===== src/common/seq_pkg.sv =====
// Program sequencer definitions
package seq_pkg;

	// Widths
	localparam int data_w = 16;
	localparam int inst_w = 32;
	localparam int flag_w = 8;
	localparam int astat_w = 10;
	localparam int rf_addr_w = 4;
	localparam int sreg_addr_w = 5;
	localparam int ureg_w = 8;
	localparam int cc_w = 5;

	// Instruction word fields
	localparam int cond_en_bit = 31;
	localparam int compute_bit = 30;
	localparam int class_hi = 29;
	localparam int class_lo = 24;
	localparam int dst_lo = 16;
	localparam int src_lo = 8;
	localparam int imm_lo = 0;
	localparam int cc_lo = 0;
	localparam int cu_hi = 25;
	localparam int cu_lo = 5;
	localparam int cu_w = cu_hi - cu_lo + 1;
	localparam int isel_lo = 10;
	localparam int msel_lo = 7;
	localparam int dm_wr_bit = 6;

	// Class codes, compared against the upper class bits
	localparam logic [5:0] cls_push = 6'b000010;
	localparam logic [5:0] cls_pop = 6'b000011;
	localparam logic [3:0] cls_imm = 4'b0011;
	localparam logic [3:0] cls_dm = 4'b1001;
	localparam logic [3:0] cls_utrans = 4'b0001;
	localparam logic [8:0] idle_code = 9'd1;

	// Ureg groups
	localparam logic [2:0] grp_rf = 3'd0;
	localparam logic [2:0] grp_dag = 3'd1;
	localparam logic [2:0] grp_seq = 3'd2;

	// Sequencer register addresses
	localparam logic [sreg_addr_w-1:0] sr_faddr = 5'd0;
	localparam logic [sreg_addr_w-1:0] sr_daddr = 5'd1;
	localparam logic [sreg_addr_w-1:0] sr_pc = 5'd3;
	localparam logic [sreg_addr_w-1:0] sr_pcstk = 5'd4;
	localparam logic [sreg_addr_w-1:0] sr_pcstkp = 5'd5;
	localparam logic [sreg_addr_w-1:0] sr_mode1 = 5'd27;
	localparam logic [sreg_addr_w-1:0] sr_astat = 5'd28;
	localparam logic [sreg_addr_w-1:0] sr_sticky = 5'd30;

endpackage


===== src/sequencer/seq_ctrl.sv =====
// Sequencer fetch and instruction control
`timescale 1ns/1ps

module seq_ctrl #(
	parameter logic [seq_pkg::data_w-1:0] reset_addr = '0
) (
	input  logic                            clk,
	input  logic                            rst,
	input  logic                            interrupt,
	input  logic [seq_pkg::inst_w-1:0]      inst,
	input  logic                            cond_true,
	input  logic [seq_pkg::rf_addr_w-1:0]   cu_raddr_x,
	input  logic [seq_pkg::rf_addr_w-1:0]   xfer_raddr,
	input  logic [seq_pkg::rf_addr_w-1:0]   cu_waddr,
	input  logic [seq_pkg::rf_addr_w-1:0]   xfer_waddr,
	output logic [seq_pkg::data_w-1:0]      pm_addr,
	output logic                            pm_cs,
	output logic                            dm_cs,
	output logic                            dm_wrb,
	output logic                            dag_en,
	output logic                            dag_modify,
	output logic [2:0]                      dag_isel,
	output logic [2:0]                      dag_msel,
	output logic [seq_pkg::data_w-1:0]      imm_data,
	output logic [seq_pkg::rf_addr_w-1:0]   rf_raddr_x,
	output logic [seq_pkg::rf_addr_w-1:0]   rf_waddr,
	output logic                            cond_en,
	output logic [seq_pkg::cc_w-1:0]        cond_code,
	output logic                            cu_en,
	output logic [seq_pkg::cu_w-1:0]        cu_field,
	output logic                            push,
	output logic                            pop,
	output logic                            imm_inst,
	output logic                            dm_inst,
	output logic                            utrans_inst,
	output logic [seq_pkg::ureg_w-1:0]      ureg_dst,
	output logic [seq_pkg::ureg_w-1:0]      ureg_src,
	output logic [seq_pkg::data_w-1:0]      faddr_q,
	output logic [seq_pkg::data_w-1:0]      daddr_q,
	output logic [seq_pkg::data_w-1:0]      pc_q
);
	import seq_pkg::*;

	logic idle_q;
	logic run;
	logic non_cu;
	logic cu_sel_q;
	logic [rf_addr_w-1:0] xfer_waddr_q;
	logic [data_w-1:0] imm_q;

	// Three stage address pipeline, frozen while idle
	always_ff @(posedge clk or negedge rst) begin
		if (!rst) begin
			faddr_q <= reset_addr;
			daddr_q <= reset_addr;
			pc_q <= reset_addr;
		end else if (!idle_q) begin
			faddr_q <= faddr_q + data_w'(1);
			daddr_q <= faddr_q;
			pc_q <= daddr_q;
		end
	end

	// Idle holds until an interrupt is seen
	always_ff @(posedge clk or negedge rst) begin
		if (!rst) begin
			idle_q <= 1'b0;
		end else if (idle_q) begin
			idle_q <= !interrupt;
		end else begin
			idle_q <= (inst[inst_w-1 -: 9] == idle_code);
		end
	end

	assign pm_addr = faddr_q;
	assign pm_cs = !idle_q;

	assign cond_en = inst[cond_en_bit];
	assign cond_code = inst[cc_lo +: cc_w];

	// Class strobes
	assign run = cond_true && !idle_q;
	assign non_cu = !inst[compute_bit] && run;
	assign push = non_cu && (inst[class_hi:class_lo] == cls_push);
	assign pop = non_cu && (inst[class_hi:class_lo] == cls_pop);
	assign imm_inst = non_cu && (inst[class_hi -: 4] == cls_imm);
	assign dm_inst = non_cu && (inst[class_hi -: 4] == cls_dm);
	assign utrans_inst = non_cu && (inst[class_hi -: 4] == cls_utrans);

	assign cu_en = inst[compute_bit] && run;
	assign cu_field = inst[cu_hi:cu_lo];
	assign ureg_dst = inst[dst_lo +: ureg_w];
	assign ureg_src = inst[src_lo +: ureg_w];

	// Data memory and DAG controls
	assign dm_cs = dm_inst;
	assign dm_wrb = inst[dm_wr_bit];
	assign dag_en = non_cu && inst[class_hi];
	assign dag_modify = inst[class_hi-1];
	assign dag_isel = inst[isel_lo +: 3];
	assign dag_msel = inst[msel_lo +: 3];

	// Immediate stays on the bus after the word has passed
	always_ff @(posedge clk or negedge rst) begin
		if (!rst) begin
			imm_q <= '0;
		end else if (imm_inst) begin
			imm_q <= inst[imm_lo +: data_w];
		end
	end

	assign imm_data = imm_inst ? inst[imm_lo +: data_w] : imm_q;

	// Register file address muxing
	always_ff @(posedge clk or negedge rst) begin
		if (!rst) begin
			cu_sel_q <= 1'b0;
			xfer_waddr_q <= '0;
		end else begin
			cu_sel_q <= cu_en;
			xfer_waddr_q <= xfer_waddr;
		end
	end

	assign rf_raddr_x = cu_en ? cu_raddr_x : xfer_raddr;
	// cu_waddr is already one cycle late from the compute decoder
	assign rf_waddr = cu_sel_q ? cu_waddr : xfer_waddr_q;

endmodule


===== src/sequencer/seq_regs.sv =====
// Sequencer registers and readback
`timescale 1ns/1ps

module seq_regs #(
	parameter int stack_depth = 2
) (
	input  logic                              clk,
	input  logic                              rst,
	input  logic                              push,
	input  logic                              pop,
	input  logic [seq_pkg::data_w-1:0]        faddr_q,
	input  logic [seq_pkg::data_w-1:0]        daddr_q,
	input  logic [seq_pkg::data_w-1:0]        pc_q,
	input  logic [seq_pkg::sreg_addr_w-1:0]   seq_rd_addr,
	input  logic [seq_pkg::sreg_addr_w-1:0]   seq_wr_addr,
	input  logic                              seq_wen,
	input  logic [seq_pkg::data_w-1:0]        bc_data,
	input  logic [seq_pkg::astat_w-1:0]       status,
	output logic [seq_pkg::flag_w-1:0]        flags,
	output logic [seq_pkg::data_w-1:0]        seq_rd_data
);
	import seq_pkg::*;

	localparam int idx_w = (stack_depth > 1) ? $clog2(stack_depth) : 1;
	localparam int cnt_w = $clog2(stack_depth + 1);
	localparam logic [cnt_w-1:0] cnt_full = cnt_w'(stack_depth);

	logic push_q;
	logic pop_q;
	logic [cnt_w-1:0] cnt_q;
	logic [cnt_w-1:0] cnt_d;
	// Overflow, full, empty
	logic [2:0] sticky_q;
	logic [2:0] sticky_d;
	logic [idx_w-1:0] top_idx;
	logic [data_w-1:0] pcstk_mem [stack_depth];
	logic mode1_q;
	logic [astat_w-1:0] astat_q;
	logic wr_hit;
	logic [data_w-1:0] rd_mux;

	// Status layout is {ss, sz, sv, mv, mn, as, ac, an, av, az}, sign bits dropped
	assign flags = {status[8:5], status[3:0]};

	// Next pointer and sticky state
	always_comb begin
		cnt_d = cnt_q;
		if (pop_q && !sticky_q[0]) begin
			cnt_d = cnt_q - 1'b1;
		end else if (push_q && !sticky_q[1]) begin
			cnt_d = cnt_q + 1'b1;
		end
		sticky_d[0] = (cnt_d == '0);
		sticky_d[1] = (cnt_d == cnt_full);
		sticky_d[2] = sticky_q[2] || (push_q && sticky_q[1]);
	end

	always_ff @(posedge clk or negedge rst) begin
		if (!rst) begin
			push_q <= 1'b0;
			pop_q <= 1'b0;
			cnt_q <= '0;
			sticky_q <= 3'b001;
		end else begin
			push_q <= push;
			pop_q <= pop;
			cnt_q <= cnt_d;
			sticky_q <= sticky_d;
		end
	end

	assign top_idx = (cnt_q == '0) ? '0 : idx_w'(cnt_q - 1'b1);

	always_ff @(posedge clk) begin
		if (seq_wen && (seq_wr_addr == sr_pcstk)) begin
			pcstk_mem[top_idx] <= bc_data;
		end
	end

	// MODE1 and ASTAT, ASTAT tracks the flags unless written
	always_ff @(posedge clk or negedge rst) begin
		if (!rst) begin
			mode1_q <= 1'b0;
			astat_q <= '0;
		end else begin
			if (seq_wen && (seq_wr_addr == sr_mode1)) begin
				mode1_q <= bc_data[0];
			end
			if (seq_wen && (seq_wr_addr == sr_astat)) begin
				astat_q <= bc_data[astat_w-1:0];
			end else begin
				astat_q <= status;
			end
		end
	end

	// Pointer and sticky read their next values
	always_comb begin
		case (seq_rd_addr)
			sr_faddr:  rd_mux = faddr_q;
			sr_daddr:  rd_mux = daddr_q;
			sr_pc:     rd_mux = pc_q;
			sr_pcstk:  rd_mux = pcstk_mem[top_idx];
			sr_pcstkp: rd_mux = data_w'(cnt_d);
			sr_mode1:  rd_mux = data_w'(mode1_q);
			sr_astat:  rd_mux = data_w'(astat_q);
			sr_sticky: rd_mux = data_w'(sticky_d);
			default:   rd_mux = '0;
		endcase
	end

	assign wr_hit = seq_wen && (seq_wr_addr == seq_rd_addr) &&
		(seq_rd_addr inside {sr_pcstk, sr_mode1, sr_astat});
	assign seq_rd_data = wr_hit ? bc_data : rd_mux;

endmodule


===== src/hdl/cond_eval.sv =====
// Condition code evaluation
`timescale 1ns/1ps

module cond_eval (
	input  logic                         cond_en,
	input  logic [seq_pkg::cc_w-1:0]     cond_code,
	input  logic [seq_pkg::flag_w-1:0]   flags,
	output logic                         cond_true
);
	import seq_pkg::*;

	localparam int sel_w = $clog2(flag_w);

	logic sel_flag;

	assign sel_flag = flags[cond_code[sel_w-1:0]];

	always_comb begin
		if (!cond_en) begin
			cond_true = 1'b1;
		end else if (cond_code[cc_w-1]) begin
			// Codes 16 and up
			cond_true = 1'b1;
		end else if (cond_code[sel_w]) begin
			cond_true = !sel_flag;
		end else begin
			cond_true = sel_flag;
		end
	end

endmodule


===== src/hdl/compute_decode.sv =====
// Compute field decode
`timescale 1ns/1ps

module compute_decode (
	input  logic                            clk,
	input  logic                            rst,
	input  logic                            cu_en,
	input  logic [seq_pkg::cu_w-1:0]        cu_field,
	output logic                            alu_en,
	output logic                            mul_en,
	output logic                            shf_en,
	output logic [5:0]                      cu_func,
	output logic [seq_pkg::rf_addr_w-1:0]   cu_raddr_x,
	output logic [seq_pkg::rf_addr_w-1:0]   rf_raddr_y,
	output logic [seq_pkg::rf_addr_w-1:0]   cu_waddr
);
	import seq_pkg::*;

	// Unit, function, rn, rx, ry from the top, lowest bit spare
	localparam int unit_lo = cu_w - 2;
	localparam int func_lo = unit_lo - 6;
	localparam int rn_lo = func_lo - rf_addr_w;
	localparam int rx_lo = rn_lo - rf_addr_w;
	localparam int ry_lo = rx_lo - rf_addr_w;

	logic [1:0] unit;

	assign unit = cu_field[unit_lo +: 2];

	always_ff @(posedge clk or negedge rst) begin
		if (!rst) begin
			alu_en <= 1'b0;
			mul_en <= 1'b0;
			shf_en <= 1'b0;
			cu_func <= '0;
			cu_waddr <= '0;
		end else begin
			alu_en <= cu_en && (unit == 2'b00);
			mul_en <= cu_en && (unit == 2'b01);
			shf_en <= cu_en && (unit == 2'b10);
			if (cu_en) begin
				cu_func <= cu_field[func_lo +: 6];
				cu_waddr <= cu_field[rn_lo +: rf_addr_w];
			end
		end
	end

	// Operand reads happen in the decode cycle
	assign cu_raddr_x = cu_field[rx_lo +: rf_addr_w];
	assign rf_raddr_y = cu_field[ry_lo +: rf_addr_w];

endmodule


===== src/hdl/ureg_decode.sv =====
// Universal register address decode
`timescale 1ns/1ps

module ureg_decode (
	input  logic                              clk,
	input  logic                              rst,
	input  logic                              push,
	input  logic                              pop,
	input  logic                              imm_inst,
	input  logic                              dm_inst,
	input  logic                              utrans_inst,
	input  logic                              dm_wrb,
	input  logic [seq_pkg::ureg_w-1:0]        ureg_dst,
	input  logic [seq_pkg::ureg_w-1:0]        ureg_src,
	output logic [seq_pkg::rf_addr_w-1:0]     xfer_raddr,
	output logic [seq_pkg::rf_addr_w-1:0]     xfer_waddr,
	output logic                              rf_wen,
	output logic [seq_pkg::sreg_addr_w-1:0]   dag_rd_addr,
	output logic [seq_pkg::sreg_addr_w-1:0]   dag_wr_addr,
	output logic                              dag_wen,
	output logic [seq_pkg::sreg_addr_w-1:0]   seq_rd_addr,
	output logic [seq_pkg::sreg_addr_w-1:0]   seq_wr_addr,
	output logic                              seq_wen,
	output logic [1:0]                        bc_src_sel,
	output logic [1:0]                        bc_dst_sel
);
	import seq_pkg::*;

	logic [ureg_w-1:0] rd_ureg;
	logic [2:0] rd_grp;
	logic [2:0] wr_grp;
	logic wr_valid;

	function automatic logic [1:0] bus_sel(input logic [2:0] grp);
		case (grp)
			grp_dag: return 2'd1;
			grp_seq: return 2'd2;
			default: return 2'd0;
		endcase
	endfunction

	// A DM write reads the ureg named in the destination field
	assign rd_ureg = utrans_inst ? ureg_src : ureg_dst;
	assign rd_grp = rd_ureg[ureg_w-1 -: 3];
	assign wr_grp = ureg_dst[ureg_w-1 -: 3];
	assign wr_valid = utrans_inst || imm_inst || (dm_inst && !dm_wrb);

	assign xfer_raddr = rd_ureg[rf_addr_w-1:0];
	assign xfer_waddr = ureg_dst[rf_addr_w-1:0];
	assign dag_rd_addr = rd_ureg[sreg_addr_w-1:0];
	assign seq_rd_addr = rd_ureg[sreg_addr_w-1:0];

	// Writes land when the bus connect presents the data
	always_ff @(posedge clk or negedge rst) begin
		if (!rst) begin
			rf_wen <= 1'b0;
			dag_wen <= 1'b0;
			seq_wen <= 1'b0;
			dag_wr_addr <= '0;
			seq_wr_addr <= '0;
		end else begin
			rf_wen <= wr_valid && (wr_grp == grp_rf);
			dag_wen <= wr_valid && (wr_grp == grp_dag);
			seq_wen <= wr_valid && (wr_grp == grp_seq);
			dag_wr_addr <= ureg_dst[sreg_addr_w-1:0];
			seq_wr_addr <= ureg_dst[sreg_addr_w-1:0];
		end
	end

	always_comb begin
		if (push || pop) begin
			// Stack moves stay inside the sequencer
			bc_src_sel = 2'd2;
			bc_dst_sel = 2'd2;
		end else begin
			bc_src_sel = (imm_inst || (dm_inst && !dm_wrb)) ? 2'd3 : bus_sel(rd_grp);
			bc_dst_sel = (dm_inst && dm_wrb) ? 2'd3 : bus_sel(wr_grp);
		end
	end

endmodule


===== src/hdl/prog_seq_top.sv =====
// Program sequencer top level
`timescale 1ns/1ps

module prog_seq_top #(
	parameter int stack_depth = 2,
	parameter logic [seq_pkg::data_w-1:0] reset_addr = '0
) (
	input  logic                              clk,
	input  logic                              rst,
	input  logic                              interrupt,
	input  logic [seq_pkg::inst_w-1:0]        inst,
	input  logic [seq_pkg::astat_w-1:0]       status,
	input  logic [seq_pkg::data_w-1:0]        bc_data,
	output logic [seq_pkg::data_w-1:0]        pm_addr,
	output logic                              pm_cs,
	output logic                              dm_cs,
	output logic                              dm_wrb,
	output logic                              dag_en,
	output logic                              dag_modify,
	output logic [2:0]                        dag_isel,
	output logic [2:0]                        dag_msel,
	output logic [seq_pkg::data_w-1:0]        imm_data,
	output logic [seq_pkg::rf_addr_w-1:0]     rf_raddr_x,
	output logic [seq_pkg::rf_addr_w-1:0]     rf_raddr_y,
	output logic [seq_pkg::rf_addr_w-1:0]     rf_waddr,
	output logic                              rf_wen,
	output logic                              alu_en,
	output logic                              mul_en,
	output logic                              shf_en,
	output logic [5:0]                        cu_func,
	output logic [seq_pkg::sreg_addr_w-1:0]   dag_rd_addr,
	output logic [seq_pkg::sreg_addr_w-1:0]   dag_wr_addr,
	output logic                              dag_wen,
	output logic [1:0]                        bc_src_sel,
	output logic [1:0]                        bc_dst_sel,
	output logic [seq_pkg::data_w-1:0]        seq_rd_data
);
	import seq_pkg::*;

	logic cond_en;
	logic [cc_w-1:0] cond_code;
	logic cond_true;
	logic [flag_w-1:0] flags;
	logic cu_en;
	logic [cu_w-1:0] cu_field;
	logic [rf_addr_w-1:0] cu_raddr_x;
	logic [rf_addr_w-1:0] cu_waddr;
	logic [rf_addr_w-1:0] xfer_raddr;
	logic [rf_addr_w-1:0] xfer_waddr;
	logic push;
	logic pop;
	logic imm_inst;
	logic dm_inst;
	logic utrans_inst;
	logic [ureg_w-1:0] ureg_dst;
	logic [ureg_w-1:0] ureg_src;
	logic [data_w-1:0] faddr_q;
	logic [data_w-1:0] daddr_q;
	logic [data_w-1:0] pc_q;
	logic [sreg_addr_w-1:0] seq_rd_addr;
	logic [sreg_addr_w-1:0] seq_wr_addr;
	logic seq_wen;

	// Port names match the nets one to one
	seq_ctrl #(
		.reset_addr(reset_addr)
	) seq_ctrl_i (.*);

	cond_eval cond_eval_i (.*);

	compute_decode compute_decode_i (.*);

	ureg_decode ureg_decode_i (.*);

	seq_regs #(
		.stack_depth(stack_depth)
	) seq_regs_i (.*);

endmodule


===== config.mk =====
export PLATFORM = sky130hd
export DESIGN_NAME = prog_seq_top
export DESIGN_NICKNAME = d
export VERILOG_FILES = /design/src/common/seq_pkg.sv /design/src/sequencer/seq_ctrl.sv /design/src/sequencer/seq_regs.sv /design/src/hdl/cond_eval.sv /design/src/hdl/compute_decode.sv /design/src/hdl/ureg_decode.sv /design/src/hdl/prog_seq_top.sv
export SDC_FILE = /design/constraint.sdc
export NUM_CORES = 1
export LEC_CHECK = 0
export CORE_UTILIZATION = 57
export CTS_CLUSTER_DIAMETER = 40
export DETAILED_ROUTE_END_ITERATION = 16
export DONT_BUFFER_PORTS = 1
export HOLD_SLACK_MARGIN = 0.1
export PLACE_DENSITY_LB_ADDON = 0.3
export SETUP_SLACK_MARGIN = 0.1
export SLEW_MARGIN = 40
export SYNTH_ARGS = -nofsm -noshare
export SYNTH_HDL_FRONTEND = slang
export SYNTH_SLANG_ARGS = --single-unit

===== constraint.sdc =====
create_clock -name clk -period 4.26 [get_ports clk]
set_clock_uncertainty 0.1 [all_clocks]
set_input_delay 0.852 -clock clk [delete_from_list [all_inputs] [get_ports clk]]
set_output_delay 0.852 -clock clk [all_outputs]
set_load 0.02 [all_outputs]

# After elaboration in Yosys (flattened, before gate mapping)
# Memory sizes are Yosys's and may differ from the RTL's.
# Index checks and enable logic that the tools add are counted.
# word_totals
latch_bits	0
reg_bits	109
mem_count	1
output_inout_bits	96
mem_bits_rw	32
inputBits	61
mem_bits_ro	0
# memory_table
name	depth	word_bits	read_ports	rd_ports_with_merged_regs	wr	line	source
seq_regs_i.pcstk_mem	2	16	1	0	1	seq_regs.sv:36	logic [data_w-1:0] pcstk_mem [stack_depth];
# op_classes
bitwise	0
eq_ne	24
muxes	24
order_cmp	1
mul	0
n_addsub	3
div	0
n_shift	0
reduce_logical	43
# ops
op	n
$pmux 16 s8	1
$mux 16	2
$eq 5x5->1 const B	5
$logic_and 1x1->1	25
$add 16x1->16 const B	1
$eq 5x3->1 const B	3
$eq 6x2->1 const B	2
$mux 2	6
$mux 10	1
$eq 9x1->1 const B	1
$mux 1	8
$mux 4	2
$mux 8	1
$pmux 2 s2	2
$logic_not 1->1	7
$eq 3x1->1 const B	2
$eq 3x2->1 const B	2
$logic_not 2->1	3
$eq 5x1->1 const B	1
$eq 5x2->1 const B	1
$eq 5x5->1	1
$logic_not 5->1	1
$logic_or 1x1->1	5
$eq 2x2->1 const B	2
other kinds (10)	10

# Longest topological paths before layout
# Gate-level depths: netlist of the first run.
# logic_depth
word_depth	14
depth_mapped	10

# Cells and area by module
# From an unflattened synthesis of the first run, not the netlist that was laid out.
# hier_totals
cells_unflattened	588
hier_area_um2	7387.1
# by_module_without_submodules
mod	cells_each	seq_area_each_um2	instances	area_each_um2
seq_ctrl	265	1751.7	1	3419.5
seq_regs	228	1412.6	1	2793.9
compute_decode	35	325.3	1	565.5
ureg_decode	51	200.2	1	514.2
cond_eval	9	0.0	1	93.8

# Worst setup path before layout of the first run
# Ideal clock, no wire load.
# synth_timing
path_kind	input-to-output
from	input inst[0] (netlist bit)
to	output seq_rd_data[10] (netlist bit)
path_buffers	1
arrival_ns	3.469
cell_stages	9
path_slack_ns	-0.161
cell_sequence	mux4_1 > mux2_2 > mux2_4 > nor2_8 > mux2i_1 > xor2_1 > nand4_4 > buf_6 > mux2_4
# synth_via
elab_chain_cells	14
word_cells_on_any_way	24
# synth_lines
item	line	source
from (decl)	prog_seq_top.sv:11	input logic [seq_pkg::inst_w-1:0] inst,
$bmux 1 s3 *	cond_eval.sv:16	assign sel_flag = flags[cond_code[sel_w-1:0]];
$mux 1 (not written as such) *	cond_eval.sv:16	
$logic_not 1->1	cond_eval.sv:25	cond_true = !sel_flag;
$mux 1 *	cond_eval.sv:24	end else if (cond_code[sel_w]) begin
$mux 1 *	cond_eval.sv:21	end else if (cond_code[cc_w-1]) begin
$mux 1 *	cond_eval.sv:19	if (!cond_en) begin
$logic_and 1x1->1 *	seq_ctrl.sv:82	assign run = cond_true && !idle_q;
$logic_and 1x1->1 *	seq_ctrl.sv:83	assign non_cu = !inst[compute_bit] && run;
$logic_and 1x1->1 *	seq_ctrl.sv:88	assign utrans_inst = non_cu && (inst[class_hi -: 4] == cls_utrans);
$mux 8 *	ureg_decode.sv:43	assign rd_ureg = utrans_inst ? ureg_src : ureg_dst;
branches (longest 3 deep; another with $pmux 16 s8)	-	
$mux 16 *	seq_regs.sv:114	assign seq_rd_data = wr_hit ? bc_data : rd_mux;
to (decl)	prog_seq_top.sv:36	output logic [seq_pkg::data_w-1:0] seq_rd_data
# Mark *: on every way between the ends. The select of a mux whose other input is x is not followed.

# Worst setup path in the final report of the first run
# layout_timing
from	input inst[0] (netlist bit)
to	output seq_rd_data[4] (netlist bit)
# Same word-level chain as after synthesis.

==> results.py, run 1 <==
metrics = {
    "status": {
        "outcome": "finished, violations left",
        "violations": "setup timing",
    },
    "global_routing": {
        "grt-busiest-layer": "met2",
        "grt-ovfl-total": 0,
        "grt_use_met2_pct": 48.0,
        "use_met1_pct": 38.1,
        "antenna_found_initial": 0,
        "grt_pass1_wl_um": 25800,
        "grtUsageMet3_pct": 9.19,
        "grt.total_usage_pct": 29.7,
        "grt_max_degree": 105,
        "grt_pass1_vias": 4615,
    },
    "power": {
        "ir_drop_uv": 515,
        "power.total_mw": 3.75,
        "power_leakage_nw": 3.39,
        "powerDensity_mw_per_mm2": 471,
    },
    "timing": {
        "layout_setup_ws_ps": -212,
        "finalSetupTns_ps": -2970,
        "max_freq_ghz": 0.224,
        "hold_viol_final": 0,
        "worst_pin_slew_ps": 732,
        "max_slew_margin_pct": 51.2,
        "setup_violations": 16,
        "rsz0062_at_grt": "yes",
        "fin_crit_ps": 4470,
        "hold-worst-slack_ps": 174,
        "slew_violations": 0,
        "post-route-period-util_pct": 105,
    },
    "logic_synthesis": {
        "async_reset_ff_share_pct": 76.6,
        "synthFlopType": "dfrtp_1",
        "synth.area.top_cells": "dfrtp_1, mux2_2, edfxtp_1",
        "syn_avg_cell_area_um2": 12.5,
        "yosys.area.top_type": "dfrtp_1",
        "ys_ff_latch": 137,
        "synth_edf_count": 32,
        "synth_nets": 593,
        "syn_inst": 530,
        "syn-cell-area_mm2": 0.00664,
        "synthDominantCellAreaShare_pct": 39.2,
        "ys_seq_area_share_pct": 54.1,
        "ys_types": 54,
        "yosys_warnings": 0,
    },
    "placement": {
        "dp_slack_ps": -187,
        "hpwlAfterDp_um": 11500,
        "place_congestion": 0.880,
        "io_buffers": 0,
        "placedCellCount": 687,
        "dpl_cell_area_mm2": 0.00709,
    },
    "job": {
        "maxCapViolCount": 0,
    },
    "finish": {
        "instances_no_fill": 727,
        "final_cell_mix": "dfrtp_1, mux2_2, buf_4, nand2_1, mux2_4",
        "fin_util_pct": 70.0,
        "final_nets": 634,
        "drive_above_1_share_pct": 37.8,
        "diodes": 0,
        "mostFrequentLayoutCell": "dfrtp_1",
        "area_growth_pct": 19.9,
        "fin_area_mm2": 0.00796,
    },
    "critical_path": {
        "reg2reg_from": "ureg_decode_i.dag_wr_addr[0]$_DFF_PN0_",
        "end_kind": "output pin",
        "worstPathRequired_ps": 3310,
        "reg2reg_depth": 4,
        "crit_fanout": 13,
        "worst_setup_path_start_kind": "input pin",
        "reg2reg_slack_ps": 2140,
        "r2r-end": "seq_regs_i.astat_q[4]$_DFF_PN0_",
        "critPathKind": "input pin to output pin",
        "arrival_ps": 3520,
    },
    "detailed_routing": {
        "antenna_left": 0,
        "first_pass_iters": 5,
        "wl_per_cell_um": 24.0,
        "wl_um": 17500,
        "viasPerCell": 6.41,
        "drt-initial-drc-count": 470,
        "vias": 4661,
        "drc_errors": 0,
    },
    "floorplan": {
        "chipWidth_um": 110,
        "die_y_um": 110,
        "rows": 39,
        "io_pins": 157,
        "initial_utilization_pct": 58.4,
        "die-area_mm2": 0.0121,
        "coreArea_mm2": 0.0114,
    },
    "clocking": {
        "clock_path_buffers": 2,
        "root_buffer": "clkbuf_16",
        "h-tree-depth": 4,
        "cts_tree": "yes",
        "clk_latency_ps": 420,
        "clk_pin_slew_ps": 60,
        "cts-buffers-inserted": 17,
        "cts_sinks": 137,
    },
    "min_path": {
        "hp-class": "input pin to asynchronous set/reset pin",
    },
}
==> where the power goes <==
| part | internal (mW) | leakage (nW) | switching [mW] |
|---|---|---|---|
| Sequential | 1.52 | 1.62 | 0.219 |
| Clock | 0.871 | 0.275 | 0.593 |
| Combinational | 0.260 | 1.50 | 0.282 |
==> per-layer routing <==
metal | share of wire [%] | wire [µm] | up-vias
li1 | - | - | 2034
met1 | 41 | 7240 | 2426
met2 | 51 | 8900 | 181
met3 | 6.2 | 1080 | 20
met4 | 1.4 | 236 | 0
met5 | 0 | 0 | -
==> worst max path at each step <==
stage | slack [ps] | to | startpoint | cells after the start
5_1_grt | -260 | seq_rd_data[2] | inst[0] | 10
3_3_place_gp | -140 | seq_rd_data[0] | inst[0] | 9
3_5_place_dp | -190 | seq_rd_data[4] | inst[0] | 8
6_report | -210 | seq_rd_data[4] | inst[0] | 9
2_1_floorplan | -70 | seq_rd_data[10] | inst[0] | 9
4_1_cts | -150 | seq_rd_data[1] | inst[0] | 9
==> layout make-up <==
type | instances | area, µm²
inverter | 10 | 37.5
clock inverter | 15 | 164
fill | 761 | 3410
timing repair buffer | 55 | 549
multi-input combinational | 350 | 3020
clock buffer | 17 | 425
tap | 143 | 179
sequential | 137 | 3590
==> kinds of logic after synthesis <==
family                     share of synthesized area (%)
buffers and inverters                               3.41
xor gates and xnor gates                            2.24
and+or+nand+nor                                     11.5
muxes                                               21.6
AOI/OAI and AO/OA                                   6.88
DFF                                                 54.1
adders and majority gates                          0.377
==> synthesized netlist by cell type (2+ instances only) <==
library cell and n:
nand2b_1 5, a22oi_1 13, nor3b_1 4, mux2i_1 10
o21ai_0 9, a31oi_1 5, a2111o_1 2, and3_1 7
nor4_1 4, a222oi_1 12, ha_1 2, clkbuf_1 13
buf_4 13, buf_1 4, nor4b_1 3, nand2_1 46
buf_6 2, nand3_1 20, nor2_1 29, mux2_4 11
a21oi_1 10, edfxtp_1 32, nor3_1 10, a22o_1 2
nor2b_1 6, mux2_2 98, dfrtp_1 104, inv_1 10
nand4_1 2, xor2_1 6, xnor2_1 11, and2_1 3
==> worst max-delay path: stages <==
cell      delay [ps]
mux4_2           470
mux2_4           310
mux2_4           350
nor2_8           160
buf_12           140
mux2_4           400
a222oi_1         380
nand2_1          100
mux2_2           340
==> timing repair <==
item / in CTS / in global routing
buffers inserted: 3 / 2
resized for setup: 22 / 14
endpoints found under the setup margin: 32 / 36
hold endpoints to repair: 104 / 0
cloned: 1 / 1
hold buffers: 1 / 0
pin swaps: 3 / 5
==> state kept, by name, summed over array words and instances (netlist names), 3 cells and up <==
register,count
seq_regs_i.pcstk_mem,32
seq_ctrl_i.daddr_q,16
seq_ctrl_i.faddr_q,16
seq_ctrl_i.imm_q,16
seq_ctrl_i.pc_q,16
seq_regs_i.astat_q,10
compute_decode_i.cu_func,6
ureg_decode_i.dag_wr_addr,5
compute_decode_i.cu_waddr,4
seq_regs_i.sticky_q,3
Note: power is estimated with default switching activity, not from simulation.
==> run 2: changes to the inputs <==
--- a/config.mk
+++ b/config.mk
@@ -5,14 +5,15 @@
 export SDC_FILE = /design/constraint.sdc
 export NUM_CORES = 1
 export LEC_CHECK = 0
-export CORE_UTILIZATION = 57
+export BUFFER_PORTS_ARGS = -buffer_cell sky130_fd_sc_hd__buf_2
+export CORE_UTILIZATION = 50
 export CTS_CLUSTER_DIAMETER = 40
 export DETAILED_ROUTE_END_ITERATION = 16
-export DONT_BUFFER_PORTS = 1
 export HOLD_SLACK_MARGIN = 0.1
 export PLACE_DENSITY_LB_ADDON = 0.3
 export SETUP_SLACK_MARGIN = 0.1
 export SLEW_MARGIN = 40
 export SYNTH_ARGS = -nofsm -noshare
 export SYNTH_HDL_FRONTEND = slang
+export SYNTH_HIERARCHICAL = 1
 export SYNTH_SLANG_ARGS = --single-unit
==> results.py, run 2 <==
metrics = {
    "status": {
        "outcome": "finished, violations left",
        "violations": "setup timing",
    },
    "critical_path": {
        "critPathKind": "input pin to output pin",
        "critPathBufInv": 5,
        "cp_top_family": "multiplexers",
        "arrival_ps": 4300,
        "worst_setup_path_start_kind": "input pin",
        "end_kind": "output pin",
        "crit_fanout": 6,
        "worstPathRequired_ps": 3310,
        "cp_cell_sequence": "buf_8, mux2i_1, mux4_2, mux2i_2, nor3b_2, nand3_1, nor2_1, buf_4, mux2_4, and3b_2, o21bai_4, a211oi_4, buf_6, buf_12, mux2_4, buf_6",
        "cpPeakStageDelay_ps": 490,
        "cp_slowest_cell": "mux4_2",
    },
    "timing": {
        "layout_setup_ws_ps": -997,
        "finalSetupTns_ps": -19190,
        "hold_viol_final": 0,
        "max_freq_ghz": 0.190,
        "worst_pin_slew_ps": 864,
        "post-route-period-util_pct": 123,
        "max_slew_margin_pct": 42.4,
        "fin_crit_ps": 5260,
        "slew_violations": 0,
        "rsz0062_at_grt": "yes",
        "setup_violations": 26,
    },
    "global_routing": {
        "grt_pass1_vias": 5076,
        "antenna_found_initial": 0,
        "grt_pass1_wl_um": 27800,
        "grt-ovfl-total": 0,
        "grt.total_usage_pct": 25.0,
        "grt_max_degree": 43,
    },
    "clocking": {
        "cts_tree": "yes",
        "h-tree-depth": 4,
        "clk_latency_ps": 420,
        "clock_path_buffers": 2,
        "cts-buffers-inserted": 17,
        "root_buffer": "clkbuf_16",
        "clk_pin_slew_ps": 60,
        "cts_sinks": 141,
        "hold_buffers": 0,
    },
    "logic_synthesis": {
        "syn-cell-area_mm2": 0.00738,
        "yosys_warnings": 6,
        "synth_nets": 650,
        "syn_avg_cell_area_um2": 12.6,
        "syn_inst": 587,
    },
    "finish": {
        "final_nets": 775,
        "area_growth_pct": 25.0,
        "largest_register_ffs": 32,
        "largest_register": "seq_regs_i/pcstk_mem",
        "mostFrequentLayoutCell": "buf_2",
        "diodes": 0,
        "drive_above_1_share_pct": 54.2,
        "final_cell_mix": "buf_2, dfrtp_1, mux2_2, buf_4, buf_6",
    },
    "detailed_routing": {
        "first_pass_iters": 6,
        "wl_per_cell_um": 20.4,
        "wl_um": 18500,
        "drt-initial-drc-count": 315,
        "viasPerCell": 5.55,
        "drc_errors": 0,
        "antenna_left": 0,
        "vias": 5043,
    },
    "floorplan": {
        "coreArea_mm2": 0.0145,
        "die-area_mm2": 0.0152,
        "io_pins": 157,
        "rows": 44,
        "initial_utilization_pct": 51.0,
        "chipWidth_um": 123,
        "die_y_um": 123,
    },
    "power": {
        "power_leakage_nw": 4.28,
        "powerDensity_mw_per_mm2": 434,
        "ir_drop_uv": 317,
        "power.total_mw": 4.01,
    },
    "job": {
        "maxCapViolCount": 0,
    },
    "min_path": {
        "hp-class": "input pin to asynchronous set/reset pin",
    },
    "placement": {
        "io_buffers": 156,
        "place_congestion": 0.887,
        "hpwlAfterDp_um": 12100,
    },
}
==> run 2: cell types whose count changed in the layout (fill, tap and decap cells not counted), moves of 8 or more <==
| cell | before | now |
|---|---|---|
| nor2_1 | 26 | 17 |
| buf_6 | 1 | 43 |
| nand3_1 | 19 | 11 |
| mux2_2 | 75 | 60 |
| nand2_1 | 44 | 26 |
| a222oi_1 | 12 | 1 |
| buf_2 | 0 | 125 |
| mux2i_1 | 9 | 22 |
==> run 2: timing repair <==
action	4_1_cts	5_1_grt
endpoints found under the hold margin	0	0
gates cloned	3	1
resized for setup	78	35
pin swaps	15	14
buffers inserted	25	8
endpoints found under the setup margin	23	30
==> run 2: metal layers <==
layer	GRT usage (%)	up-vias	share of wire [%]
met3	6.00	43	6.1
met2	40.2	203	49
met5	0	-	0
li1	-	2268	-
met4	11.2	0	2.9
met1	32.0	2529	42
==> run 2: power by group <==
group,switching (mW),internal [mW]
clock,0.586,0.849
combinational,0.445,0.395
sequential,0.169,1.56
total,1.20,2.81
==> run 2: final timing paths <==
| check | startpoint | end | slack (ps) | depth (start not counted) |
|---|---|---|---|---|
| max | inst[0] | seq_rd_data[10] | -1000 | 16 |
| min | rst | seq_ctrl_i/faddr_q[8]$_DFFE_PN0N_ | 290 | 1 |
| max reg2reg | seq_ctrl_i/idle_q$_DFF_PN0_ | ureg_decode_i/rf_wen$_DFF_PN0_ | 1510 | 18 |
| min reg2reg | seq_regs_i/sticky_q[2]$_DFF_PN0_ | seq_regs_i/sticky_q[2]$_DFF_PN0_ | 360 | 2 |
| max in group asynchronous | rst | seq_regs_i/sticky_q[0]$_DFF_PN1_ | 2820 | 2 |
| min in group clk | seq_regs_i/sticky_q[2]$_DFF_PN0_ | seq_regs_i/sticky_q[2]$_DFF_PN0_ | 360 | 2 |
==> run 2: area by class of cell <==
cell class	instances	area, µm²
fill	1076	5250
sequential	141	3690
multi-input combinational	316	3010
timing repair buffer	227	1690
clock buffer	21	504
tap	184	230
clock inverter	11	76.3
inverter	9	33.8
==> run 2: worst register-to-register path: stages (launching register included) <==
cell and delay, ps:
dfrtp_1 390, nor3b_2 210, nand3_1 140, buf_4 160, buf_6 100, buf_6 100, buf_6 100, buf_6 100
buf_6 110, buf_6 110, buf_6 100, buf_6 100, buf_6 100, buf_6 100, nor2_4 120, buf_6 120
buf_4 90, a211oi_1 100, nor4_1 190
==> run 2: stage by stage <==
stage	hold slack (ps)	setup WS (ps)	cell area [µm²]	utilization, %	cells
finish	293	-997	9230	63.7	909
global route	313	-1130	9230	63.7	909
CTS	294	-923	9010	62.2	900
detailed placement	345	-1080	7920	54.7	842
global placement	335	-957	7920	54.7	842
floorplan	314	-942	7480	-	587
==> run 3: changes to the inputs <==
--- a/config.mk
+++ b/config.mk
@@ -6,9 +6,10 @@
 export NUM_CORES = 1
 export LEC_CHECK = 0
 export BUFFER_PORTS_ARGS = -buffer_cell sky130_fd_sc_hd__buf_2
-export CORE_UTILIZATION = 50
+export CORE_UTILIZATION = 39
 export CTS_CLUSTER_DIAMETER = 40
 export DETAILED_ROUTE_END_ITERATION = 16
+export GPL_TIMING_DRIVEN = 0
 export HOLD_SLACK_MARGIN = 0.1
 export PLACE_DENSITY_LB_ADDON = 0.3
 export SETUP_SLACK_MARGIN = 0.1
==> results.py, run 3 (synthesized netlist as in run 2, its figures left out) <==
metrics = {
    "status": {
        "outcome": "finished, violations left",
        "violations": "setup timing",
    },
    "min_path": {
        "hp-class": "input pin to asynchronous set/reset pin",
    },
    "global_routing": {
        "antenna_found_initial": 1,
        "grt_pass1_vias": 5508,
        "grt.total_usage_pct": 19.7,
        "grt_pass1_wl_um": 29300,
        "grt_max_degree": 62,
        "grt-ovfl-total": 0,
    },
    "detailed_routing": {
        "viasPerCell": 5.07,
        "drc_errors": 0,
        "antenna_left": 0,
        "vias": 5180,
        "wl_um": 18700,
        "wl_per_cell_um": 18.4,
        "drt-initial-drc-count": 288,
        "first_pass_iters": 4,
    },
    "power": {
        "p_seq_share_pct": 41.9,
        "clkPwrFrac_pct": 35.3,
        "p_int_mw": 2.89,
        "power_leakage_nw": 4.58,
        "powerDensity_mw_per_mm2": 421,
        "p_sw_mw": 1.20,
        "ir_drop_uv": 266,
        "swShare_pct": 29.3,
        "combPwrFrac_pct": 22.8,
    },
    "floorplan": {
        "die-area_mm2": 0.0195,
        "rows": 49,
        "io_pins": 157,
        "initial_utilization_pct": 40.4,
        "chipWidth_um": 140,
        "die_y_um": 140,
        "coreArea_mm2": 0.0183,
    },
    "critical_path": {
        "reg2reg_depth": 6,
        "arrival_ps": 4470,
        "startpoint": "inst[0]",
        "worst_setup_path_start_kind": "input pin",
        "crit_fanout": 6,
        "cpPeakStageDelay_ps": 520,
        "reg2reg_from": "seq_regs_i/cnt_q[0]$_DFF_PN0_",
        "critPathKind": "input pin to output pin",
        "worstPathRequired_ps": 3310,
        "end_kind": "output pin",
        "reg2reg_slack_ps": 1940,
        "cp_cell_sequence": "buf_8, mux2i_1, mux4_2, mux2i_4, nor3b_4, nand3_2, nor2_2, buf_6, mux2_4, buf_6, and2b_1, nor3b_4, buf_4, a221o_1, or3_1, o311a_1, buf_6",
        "r2r-end": "seq_regs_i/pcstk_mem[1][8]$_DFFE_PP_",
        "cp_slowest_cell": "mux4_2",
        "cp_common_cell": "buf_6",
    },
    "timing": {
        "hold-worst-slack_ps": 236,
        "layout_setup_ws_ps": -1160,
        "fin_crit_ps": 5420,
        "hold_viol_final": 0,
        "setup_violations": 18,
        "post-route-period-util_pct": 127,
        "worst_pin_slew_ps": 720,
        "rsz0062_at_grt": "yes",
        "slew_violations": 0,
        "max_freq_ghz": 0.184,
        "max_slew_margin_pct": 52.0,
    },
    "clocking": {
        "clk_latency_ps": 420,
        "h-tree-depth": 4,
        "root_buffer": "clkbuf_16",
        "cts_sinks": 141,
        "cts-buffers-inserted": 17,
        "clock_path_buffers": 2,
        "clk_pin_slew_ps": 60,
        "cts_tree": "yes",
    },
    "job": {
        "maxCapViolCount": 0,
    },
    "finish": {
        "largest_register": "seq_regs_i/pcstk_mem",
        "drive_above_1_share_pct": 56.8,
        "diodes": 0,
        "instances_no_fill": 1021,
        "area_growth_pct": 31.7,
        "final_nets": 842,
        "final_cell_mix": "buf_2, buf_4, dfrtp_1, mux2_2, buf_6",
        "fin_util_pct": 53.2,
        "largest_register_ffs": 32,
        "mostFrequentLayoutCell": "buf_2",
        "fin_area_mm2": 0.00972,
        "fillerInstances": 1562,
    },
    "placement": {
        "dpl_cell_area_mm2": 0.00857,
        "io_buffers": 149,
        "placedCellCount": 966,
        "hpwlAfterDp_um": 13200,
        "place_congestion": 0.815,
    },
}
[run 3: changes by cell type in the layout (fill, tap and decap cells not counted), moves of 3 or more]
cell,before,now
buf_4,49,113
clkbuf_4,0,3
buf_8,2,8
clkbuf_16,21,17
buf_12,5,1
[run 3: layout make-up]
type / count / area (µm²) / area share (%)
Sequential cell: 141 / 3690 / 38.0
Clock buffer: 18 / 429 / 4.41
Timing Repair Buffer: 179 / 1240 / 12.7
Clock inverter: 14 / 143 / 1.47
Buffer: 116 / 911 / 9.37
Inverter: 9 / 33.8 / 0.348
Multi-Input combinational cell: 315 / 2990 / 30.8
Tap cell: 229 / 287 / 2.95
[run 3: through the flow]
step	worst slack (ps)	setup TNS (ps)	total power [mW]
6_report	-1160	-18090	4.09
5_1_grt	-1270	-20570	4.29
4_1_cts	-1270	-18850	4.10
3_5_place_dp	-1810	-29610	2.63
3_3_place_gp	-1750	-28370	2.58
2_1_floorplan	-942	-14300	2.32
[run 3: worst max path at each step]
stage / cells past startpoint / endpoint
finish: 17 / seq_rd_data[0]
global route: 17 / seq_rd_data[0]
CTS: 17 / seq_rd_data[0]
detailed placement: 19 / seq_rd_data[7]
global placement: 19 / seq_rd_data[7]
floorplan: 17 / seq_rd_data[10]
[run 3: worst max-delay path: cells and delay by family]
family	cells	cell delay (ps)
mux	4	1150
compound gates	2	690
buf+inv	5	670
simple gates	6	1110
[run 3: power groups by stage]
stage | registers, mW | clock network [mW] | logic (mW)
CTS | 1.72 | 1.47 | 0.915
detailed placement | 1.74 | 0 | 0.883
finish | 1.72 | 1.44 | 0.931
global route | 1.74 | 1.54 | 1.00
global placement | 1.73 | 0 | 0.857
floorplan | 1.71 | 0 | 0.617
[run 3: routing by layer]
| layer | up-vias | wire length [µm] | global-route usage [%] |
|---|---|---|---|
| met5 | - | 0 | 0 |
| met4 | 0 | 319 | 7.29 |
| met3 | 21 | 936 | 4.78 |
| met2 | 157 | 9380 | 33.2 |
| met1 | 2604 | 8100 | 24.5 |
| li1 | 2398 | - | - |
[run 3: repair_timing]
item | in CTS | in global routing
endpoints found under the setup margin | 36 | 24
gates resized for setup | 67 | 41
endpoints found under the hold margin | 0 | 0
pin swaps | 14 | 12
hold buffers | 0 | 0
buffers inserted | 17 | 9
cloned | 1 | 1
